--- src/include/lq_defines.svh ---
// load queue sizing and size-code constants, included by the package and every RTL file
`ifndef LQ_DEFINES_SVH
`define LQ_DEFINES_SVH

// queue geometry
`define LQ_DEPTH        8
`define LQ_ID_W         3   // log2 of depth

// payload widths
`define LQ_DATA_W       32
`define LQ_EXC_W        5   // fp exception flags nv/dz/of/uf/nx
`define LQ_OFS_W        4   // byte offset kept from the address phase
`define LQ_SZ_W         3

// load size codes, bit 2 marks the unsigned / boxed forms
`define LQ_SZ_BYTE      3'd0
`define LQ_SZ_HALF      3'd1
`define LQ_SZ_WORD      3'd2
`define LQ_SZ_BYTEU     3'd4
`define LQ_SZ_HALFU     3'd5
`define LQ_SZ_HALF_NAN  3'd6  // fp16 load, upper half boxed with ones

`endif

--- src/source/lq_pkg.sv ---
// shared entry and port types for the load queue, imported by the RTL and the testbench
`include "lq_defines.svh"

package lq_pkg;

  // dispatch info written at allocation
  typedef struct packed {
    logic                 load;  // entry waits on a memory return
    logic [4:0]           rd;    // destination register
  } lq_info_s;

  // address-phase attributes of a load
  typedef struct packed {
    logic [`LQ_SZ_W-1:0]  sz;
    logic [`LQ_OFS_W-1:0] ofs;
  } lq_load_attr_s;

  // execute-side exception flags, padded to the attribute width
  typedef struct packed {
    logic [1:0]           pad;
    logic [`LQ_EXC_W-1:0] flags;
  } lq_exc_s;

  // entry metadata, the info load bit picks the member
  typedef union packed {
    lq_load_attr_s attr;
    lq_exc_s       exc;
  } lq_meta_u;

  typedef struct packed {
    logic                 valid;
    logic [`LQ_ID_W-1:0]  id;
    lq_load_attr_s        attr;
  } lq_addr_wr_s;

  typedef struct packed {
    logic                  valid;
    logic [`LQ_ID_W-1:0]   id;
    logic [`LQ_DATA_W-1:0] data;
    logic [`LQ_EXC_W-1:0]  exc;
  } lq_exec_wr_s;

  // memory return, cancel arrives late in the cycle
  typedef struct packed {
    logic                  valid;
    logic                  cancel;
    logic [`LQ_ID_W-1:0]   id;
    logic [`LQ_DATA_W-1:0] data;
  } lq_ret_s;

  typedef struct packed {
    lq_info_s              info;
    lq_meta_u              meta;
    logic [`LQ_DATA_W-1:0] data;
    logic                  data_vld;
  } lq_head_s;

endpackage

--- src/source/lq_ptr_ctrl.sv ---
// write and read pointers of the load queue, giving next id, head id, full and empty
`timescale 1ns/10ps
`include "lq_defines.svh"

module lq_ptr_ctrl (
  input  logic                i_clk,
  input  logic                i_reset_n,
  input  logic                i_alloc,
  input  logic                i_rden,
  output logic [`LQ_ID_W-1:0] o_wr_id,
  output logic [`LQ_ID_W-1:0] o_head_id,
  output logic                o_full,
  output logic                o_empty
);

  localparam int PTR_W = `LQ_ID_W + 1;  // extra wrap bit

  logic [PTR_W-1:0] wr_ptr_q;
  logic [PTR_W-1:0] rd_ptr_q;
  logic             idx_equal;
  logic             wrap_equal;

  always_ff @(posedge i_clk) begin
    if (!i_reset_n) begin
      wr_ptr_q <= '0;
      rd_ptr_q <= '0;
    end else begin
      if (i_alloc) begin
        wr_ptr_q <= wr_ptr_q + PTR_W'(1);
      end
      if (i_rden) begin
        rd_ptr_q <= rd_ptr_q + PTR_W'(1);
      end
    end
  end

  assign idx_equal  = (wr_ptr_q[`LQ_ID_W-1:0] == rd_ptr_q[`LQ_ID_W-1:0]);
  assign wrap_equal = (wr_ptr_q[`LQ_ID_W] == rd_ptr_q[`LQ_ID_W]);

  // same index, the wrap bit tells a full lap from no entries at all
  assign o_empty   = idx_equal & wrap_equal;
  assign o_full    = idx_equal & ~wrap_equal;

  assign o_wr_id   = wr_ptr_q[`LQ_ID_W-1:0];
  assign o_head_id = rd_ptr_q[`LQ_ID_W-1:0];

endmodule

--- src/source/lq_entry_store.sv ---
// per-entry storage of the load queue with its write ports and combinational head read
`timescale 1ns/10ps
`include "lq_defines.svh"

module lq_entry_store (
  input  logic                i_clk,
  input  logic                i_reset_n,
  // dispatch
  input  logic                i_alloc,
  input  lq_pkg::lq_info_s    i_alloc_info,
  input  logic [`LQ_ID_W-1:0] i_wr_id,
  // address phase and execute result
  input  lq_pkg::lq_addr_wr_s i_addr_wr,
  input  lq_pkg::lq_exec_wr_s i_exec_wr,
  // aligned memory return
  input  logic                i_ret_commit,
  input  lq_pkg::lq_ret_s     i_ret_aligned,
  // retire
  input  logic                i_rden,
  input  logic [`LQ_ID_W-1:0] i_head_id,
  // attribute lookup for the aligner
  input  logic [`LQ_ID_W-1:0] i_ret_id,
  output lq_pkg::lq_meta_u    o_ret_meta,
  output lq_pkg::lq_head_s    o_head
);

  import lq_pkg::*;

  lq_info_s              info_q [`LQ_DEPTH];
  lq_meta_u              meta_q [`LQ_DEPTH];
  logic [`LQ_DATA_W-1:0] data_q [`LQ_DEPTH];
  logic [`LQ_DEPTH-1:0]  data_vld_q;
  logic [`LQ_DEPTH-1:0]  data_vld_d;

  lq_meta_u              addr_meta;  // meta as seen by a load
  lq_meta_u              exec_meta;  // meta as seen by a non-load

  always_comb begin
    addr_meta           = '0;
    addr_meta.attr      = i_addr_wr.attr;
    exec_meta           = '0;
    exec_meta.exc.flags = i_exec_wr.exc;
  end

  // payload writes, ports target distinct entries in normal use
  always_ff @(posedge i_clk) begin
    if (i_alloc) begin
      info_q[i_wr_id] <= i_alloc_info;
    end
    if (i_addr_wr.valid) begin
      meta_q[i_addr_wr.id] <= addr_meta;  // size and offset only
    end
    if (i_exec_wr.valid) begin
      meta_q[i_exec_wr.id] <= exec_meta;
      data_q[i_exec_wr.id] <= i_exec_wr.data;
    end
    if (i_ret_commit) begin
      data_q[i_ret_aligned.id] <= i_ret_aligned.data;
    end
  end

  always_comb begin
    data_vld_d = data_vld_q;
    if (i_exec_wr.valid) begin
      data_vld_d[i_exec_wr.id] = 1'b1;
    end
    if (i_ret_commit) begin
      data_vld_d[i_ret_aligned.id] = 1'b1;
    end
    // clears take priority over sets
    if (i_alloc) begin
      data_vld_d[i_wr_id] = 1'b0;
    end
    if (i_rden) begin
      data_vld_d[i_head_id] = 1'b0;  // head leaves the queue
    end
  end

  always_ff @(posedge i_clk) begin
    if (!i_reset_n) begin
      data_vld_q <= '0;
    end else begin
      data_vld_q <= data_vld_d;
    end
  end

  assign o_ret_meta = meta_q[i_ret_id];

  assign o_head = '{
    info:     info_q[i_head_id],
    meta:     meta_q[i_head_id],
    data:     data_q[i_head_id],
    data_vld: data_vld_q[i_head_id]
  };

endmodule

--- src/source/lq_load_align.sv ---
// aligns a memory return by the entry's byte offset and extends it by the load size
`timescale 1ns/10ps
`include "lq_defines.svh"

module lq_load_align (
  input  lq_pkg::lq_ret_s     i_ret,
  input  lq_pkg::lq_meta_u    i_ret_meta,  // looked up with o_ret_id
  output lq_pkg::lq_ret_s     o_ret_aligned,
  output logic [`LQ_ID_W-1:0] o_ret_id
);

  import lq_pkg::*;

  lq_load_attr_s attr;
  logic [7:0]    byte_data;
  logic [15:0]   half_data;

  assign o_ret_id = i_ret.id;
  assign attr     = i_ret_meta.attr;

  // word-wide return, only the low offset bits pick the lane
  assign byte_data = i_ret.data[8*attr.ofs[1:0] +: 8];
  assign half_data = i_ret.data[16*attr.ofs[1] +: 16];

  always_comb begin
    o_ret_aligned = i_ret;  // valid, cancel and id pass through
    case (attr.sz)
      `LQ_SZ_BYTE: begin
        o_ret_aligned.data = {{24{byte_data[7]}}, byte_data};
      end
      `LQ_SZ_HALF: begin
        o_ret_aligned.data = {{16{half_data[15]}}, half_data};
      end
      `LQ_SZ_BYTEU: begin
        o_ret_aligned.data = {24'h0, byte_data};
      end
      `LQ_SZ_HALFU: begin
        o_ret_aligned.data = {16'h0, half_data};
      end
      `LQ_SZ_HALF_NAN: begin
        o_ret_aligned.data = {16'hffff, half_data};  // nan-boxed fp16
      end
      default: begin
        o_ret_aligned.data = i_ret.data;  // word
      end
    endcase
  end

endmodule

--- src/source/lq_head_select.sv ---
// head-of-queue logic for return bypass, register forward, store commit and head read
`timescale 1ns/10ps
`include "lq_defines.svh"

module lq_head_select (
  input  logic                  i_bypass_disable,
  input  lq_pkg::lq_ret_s       i_ret_aligned,
  input  logic [`LQ_ID_W-1:0]   i_head_id,
  input  lq_pkg::lq_head_s      i_head,
  // write back into storage
  output logic                  o_ret_commit,
  // consumer read
  output logic                  o_data_ready,
  output logic [`LQ_DATA_W-1:0] o_rddata,
  output logic [`LQ_EXC_W-1:0]  o_rdexc,
  output lq_pkg::lq_info_s      o_rdinfo,
  // register file forward
  output logic                  o_fwd_vld,
  output logic [`LQ_ID_W-1:0]   o_fwd_id,
  output logic [`LQ_DATA_W-1:0] o_fwd_data
);

  logic head_hit;
  logic bypass;

  assign head_hit = i_ret_aligned.valid & (i_ret_aligned.id == i_head_id);

  // a bypassed return is consumed straight from the port and never stored
  assign bypass   = head_hit & ~i_ret_aligned.cancel & ~i_bypass_disable;

  assign o_ret_commit = i_ret_aligned.valid & ~i_ret_aligned.cancel & ~bypass;

  assign o_data_ready = i_head.data_vld | bypass;
  assign o_rdinfo     = i_head.info;
  assign o_rddata     = bypass ? i_ret_aligned.data : i_head.data;

  // loads carry attributes in meta, not flags
  always_comb begin
    if (bypass || i_head.info.load) begin
      o_rdexc = '0;
    end else begin
      o_rdexc = i_head.meta.exc.flags;
    end
  end

  // cancel is late, so it only gates the valid
  assign o_fwd_vld  = head_hit & ~i_ret_aligned.cancel;
  assign o_fwd_id   = i_head_id;
  assign o_fwd_data = i_ret_aligned.data;

endmodule

--- src/source/lq_top.sv ---
// load queue top level, connects pointer control, storage, return alignment and head logic
`timescale 1ns/10ps
`include "lq_defines.svh"

module lq_top (
  input  logic                  i_clk,
  input  logic                  i_reset_n,
  input  logic                  i_bypass_disable,
  // dispatch
  input  logic                  i_alloc,
  input  lq_pkg::lq_info_s      i_alloc_info,
  output logic [`LQ_ID_W-1:0]   o_next_id,
  // entry writes
  input  lq_pkg::lq_addr_wr_s   i_addr_wr,
  input  lq_pkg::lq_exec_wr_s   i_exec_wr,
  input  lq_pkg::lq_ret_s       i_ret,
  // retire
  input  logic                  i_rden,
  output logic [`LQ_ID_W-1:0]   o_head_id,
  output logic                  o_data_ready,
  output logic [`LQ_DATA_W-1:0] o_rddata,
  output logic [`LQ_EXC_W-1:0]  o_rdexc,
  output lq_pkg::lq_info_s      o_rdinfo,
  // register file forward
  output logic                  o_fwd_vld,
  output logic [`LQ_ID_W-1:0]   o_fwd_id,
  output logic [`LQ_DATA_W-1:0] o_fwd_data,
  // occupancy
  output logic                  o_full,
  output logic                  o_empty
);

  import lq_pkg::*;

  lq_ret_s             ret_aligned;
  logic [`LQ_ID_W-1:0] ret_id;
  lq_meta_u            ret_meta;
  lq_head_s            head;
  logic                ret_commit;

  lq_ptr_ctrl u_ptr (
    .i_clk     (i_clk),
    .i_reset_n (i_reset_n),
    .i_alloc   (i_alloc),
    .i_rden    (i_rden),
    .o_wr_id   (o_next_id),
    .o_head_id (o_head_id),
    .o_full    (o_full),
    .o_empty   (o_empty)
  );

  lq_load_align u_align (
    .i_ret         (i_ret),
    .i_ret_meta    (ret_meta),
    .o_ret_aligned (ret_aligned),
    .o_ret_id      (ret_id)
  );

  lq_head_select u_head (
    .i_bypass_disable (i_bypass_disable),
    .i_ret_aligned    (ret_aligned),
    .i_head_id        (o_head_id),
    .i_head           (head),
    .o_ret_commit     (ret_commit),
    .o_data_ready     (o_data_ready),
    .o_rddata         (o_rddata),
    .o_rdexc          (o_rdexc),
    .o_rdinfo         (o_rdinfo),
    .o_fwd_vld        (o_fwd_vld),
    .o_fwd_id         (o_fwd_id),
    .o_fwd_data       (o_fwd_data)
  );

  lq_entry_store u_store (
    .i_clk         (i_clk),
    .i_reset_n     (i_reset_n),
    .i_alloc       (i_alloc),
    .i_alloc_info  (i_alloc_info),
    .i_wr_id       (o_next_id),
    .i_addr_wr     (i_addr_wr),
    .i_exec_wr     (i_exec_wr),
    .i_ret_commit  (ret_commit),
    .i_ret_aligned (ret_aligned),
    .i_rden        (i_rden),
    .i_head_id     (o_head_id),
    .i_ret_id      (ret_id),
    .o_ret_meta    (ret_meta),
    .o_head        (head)
  );

endmodule

--- config.mk ---
export PLATFORM = sky130hd
export DESIGN_NAME = lq_top
export DESIGN_NICKNAME = d
export VERILOG_FILES = /design/src/source/lq_pkg.sv /design/src/source/lq_ptr_ctrl.sv /design/src/source/lq_entry_store.sv /design/src/source/lq_load_align.sv /design/src/source/lq_head_select.sv /design/src/source/lq_top.sv
export VERILOG_INCLUDE_DIRS = /design/src /design/src/include
export SDC_FILE = /design/constraint.sdc
export NUM_CORES = 1
export LEC_CHECK = 0
export BUFFER_PORTS_ARGS = -buffer_cell sky130_fd_sc_hd__buf_2
export CAP_MARGIN = 10
export CORE_MARGIN = 2
export CORE_UTILIZATION = 35
export DETAILED_ROUTE_END_ITERATION = 10
export GPL_TIMING_DRIVEN = 0
export SYNTH_ARGS = -nofsm -noshare
export SYNTH_HDL_FRONTEND = slang
export SYNTH_SLANG_ARGS = --single-unit
--- constraint.sdc ---
create_clock -name i_clk -period 4.5 [get_ports i_clk]
set_input_delay 0.45 -clock i_clk [delete_from_list [all_inputs] [get_ports i_clk]]
set_output_delay 0.45 -clock i_clk [all_outputs]
set_load 0.01 [all_outputs]
==> impl_results.md <==
* Xor/xnor share of the synthesized area at less than 1%
* Worst-path fanout max at 10
* Clk slew on worst S/H paths at roughly 0.060 ns
* Wire length on met2 at ~32 mm
* Fmax achieved at roughly 230 MHz
* Worst Hold Class: in2reg
* Synth Warn # at 0
* Reg2Reg Setup Slack at 0.67 ns
* Total Routing Usage GR at between 20 and 25%
* Syn_nets at between 1500 and 2000
* Total routed wirelength at roughly 70 mm
* Area share of the largest cell type after synthesis at ~50%
* Setup Skew at about 0.026 ns
* Mapped Cells at approximately 1600
* Root buf cell: clkbuf_16
* Setup crit end: o_rddata[3]
* DRC at 0
* Vias in the first global route at between 15000 and 20000
* DR top layer: met5
* Simple-Gate Fraction of Synth Area at 9.25%
* FF-to-FF Start: u_ptr.rd_ptr_q[0]
* Unrepaired setup endpoints after global routing: no
* Final setup viols at 0
* I/O Buffers at 141
* Largest family of logic cells by synthesized area: compound AO/OA/AOI/OAI gates
* Worst slew margin relative to its limit at 10.6%
* Drt initial violations at between 1500 and 2000
* EDFF count, synth at around 340
* WHS at between 0.1 and 0.15 ns
* Initial Util at 35.2%
* Area of the core at about 0.057 mm2
* Drt pass-1 iters at 6
* LEAKAGE at between 7 and 8 nW
* Final min period at around 4.3 ns
* WL per Instance at about 27 um
* GRT overflow at 0
* Final Hold Vio Count at 0
* Nets at roughly 1900
* Synth unique cells at between 60 and 70
* Ports at 188
* Outcome: finished, final reports clean
* Die area at ~0.06 mm2
* TritonCTS Buffers at between 40 and 50
* Pwr per Cell Area at a little under 400 mW/mm2
* Number of synthesized register bits at 379
* Synth Flop Type: edfxtp_1
* Mapped Area at roughly 0.020 mm2
* Area Growth Syn to Fin at 16.2%
* Critical path class: reg2out
* Filler cells at between 5000 and 6000
* Number of max-cap violations at 0
* Syn_area_per_cell at between 10 and 15 um2
* Largest net degree at the start of global routing at 34
* Worst VDD drop at between 0.0002 and 0.00025 V
* Synth area leader: edfxtp_1
* Critical path arrival at a little under 4 ns
* Max-slew violation count at 0
* FF-to-FF End: u_store.data_q[5][21]
* Async set or reset register ratio after synthesis at 0%
* Share of cells above drive strength 1 at 23.6%
* DP HPWL at slightly below 50 mm
* CP startpoint kind: flip-flop
* Chip height at around 240 um
* Sequential element share of the synthesized area at 54.6%
* Post CTS Setup Buffer Count at 0
* Multiplexer share of the synthesized area at a little over an eighth
* Clock Latency Late Sink at 0.58 ns
* Aggregate negative setup slack at 0 ns
* Synth Area in Adders at less than 1%
* Post-DRT Antenna Nets at 0
* CTS tree: yes
* Cts hold-fix bufs at 0
* Most common cell in the netlist: edfxtp_1
* Reg2Reg Depth at 7
* Area contributors post-synth: edfxtp_1, mux4_2, o32a_1
* Clock Path Buffers at 3
* H-tree levels at 2
* Critical Path End Type: primary output
* Sink Count at about 380
* Vias at ~15000
* CP required at 4.05 ns
* Row cnt at 88
* Part of the cycle the worst path needs at a little over nine tenths
* Die X-Extent at 244 um
* Top post-synthesis cells by count: edfxtp_1, o32a_1, nand2_1, nor2_1, mux4_2
* Initial antenna violation count at 5
* Compound-Gate Fraction of Synth Area at approximately 17%
* Met1 wire length at 27.7 mm
* Routability Congestion at between 0.8 and 0.9
* Via density at approximately 6.0
* Met3 routed WL at ~6.5 mm
* Worst-Margin Slew at 1.33 ns
* Global-route wire length before repair at 102 mm
-- worst min-delay path by stage --
| stage | cells past startpoint | to | slack (ns) | start |
|---|---|---|---|---|
| after floorplan | 2 | u_store.meta_q[0][5] | 0.43 | u_store.meta_q[0][5] |
| after global placement | 2 | u_store.meta_q[0][6] | 0.45 | u_store.meta_q[0][6] |
| after detailed placement | 2 | u_store.meta_q[0][6] | 0.45 | u_store.meta_q[0][6] |
| after CTS | 1 | u_store.info_q[5][4] | 0.13 | i_alloc_info[4] |
| after global routing | 1 | u_store.info_q[5][4] | 0.14 | i_alloc_info[4] |
| final | 1 | u_store.info_q[6][4] | 0.15 | i_alloc_info[4] |
-- power breakdown --
group / total, W / internal, W / switching [W]
registers: 0.00404 / 0.00399 / 0.0000463
clock network: 0.00343 / 0.00201 / 0.00142
logic: 0.00182 / 0.000635 / 0.00118
total: 0.00928 / 0.00663 / 0.00265
-- cell type report --
type	instances	area, um2	share of cell area, %
Clock inverter	20	209	0.890
Clock buffer	49	1130	4.81
Buffer	199	926	3.94
Multi-Input combinational cell	987	8300	35.3
Inverter	11	41.3	0.176
Antenna cell	3	7.51	0.0320
Tap cell	765	957	4.08
Sequential cell	379	11000	47.0
Timing Repair Buffer	153	881	3.75
-- metal layers --
layer / global-route usage, % / vias to the layer above
met5: 0 / -
met4: 10.5 / 4
met3: 5.21 / 181
met2: 36.2 / 895
met1: 30.3 / 7724
li1: - / 6660
-- cell usage in the layout, fill, tap and decap left out, drive strengths merged, types with 18 or more instances in the layout --
cell type / count
and2: 21
o32a: 128
mux2i: 43
nand2: 125
nor3: 43
dfxtp: 35
nor2: 125
buf: 266
a31oi: 88
clkbuf: 134
mux2: 18
o21ai: 72
a211oi: 32
nor2b: 43
a21oi: 20
mux4: 93
a22o: 40
edfxtp: 344
-- sequential cells by signal, summed over array words and instances (netlist names), named ones only --
name	flops
u_store.data_q	256
u_store.meta_q	56
u_store.info_q	48
u_store.data_vld_q	8
u_ptr.rd_ptr_q	4
u_ptr.wr_ptr_q	4
-- worst max-delay path, stage by stage, from the launching register on --
cell      delay, ns
dfxtp_1        0.40
clkbuf_1       0.52
clkbuf_1       0.82
buf_1          0.80
a211oi_1       0.16
a21oi_1        0.39
buf_2          0.21
-- stage by stage --
stage          setup slack (ns)  utilization (%)  area (um2)  instances  total power (W)
2_1_floorplan             0.590                -       20200       1576          0.00523
3_3_place_gp              -2.05             38.1       21900       2482          0.00585
3_5_place_dp              0.261             38.5       22100       2492          0.00589
4_1_cts                  0.0424             40.9       23500       2561          0.00928
5_1_grt                  0.0354             40.9       23500       2565          0.00957
6_report                  0.151             40.9       23500       2566          0.00928
-- cells by family (layout without fill, tap and decap cells) --
kind of cell | count (synthesis) | in the layout
flip-flops | 379 | 379
buffers and inverters | 210 | 432
adder cells (fa/ha/maj) | 2 | 2
XOR/XNOR | 11 | 11
multiplexers | 154 | 154
AND/OR/NAND/NOR | 402 | 402
other | 0 | 3
AO/OA/AOI/OAI | 418 | 418
-- repair_timing --
item                       4_1_cts  5_1_grt
gates resized for setup          3       11
setup endpoints to repair        2       16
gates cloned                     0        0
No activity file was read; power rests on OpenSTA's default activity.
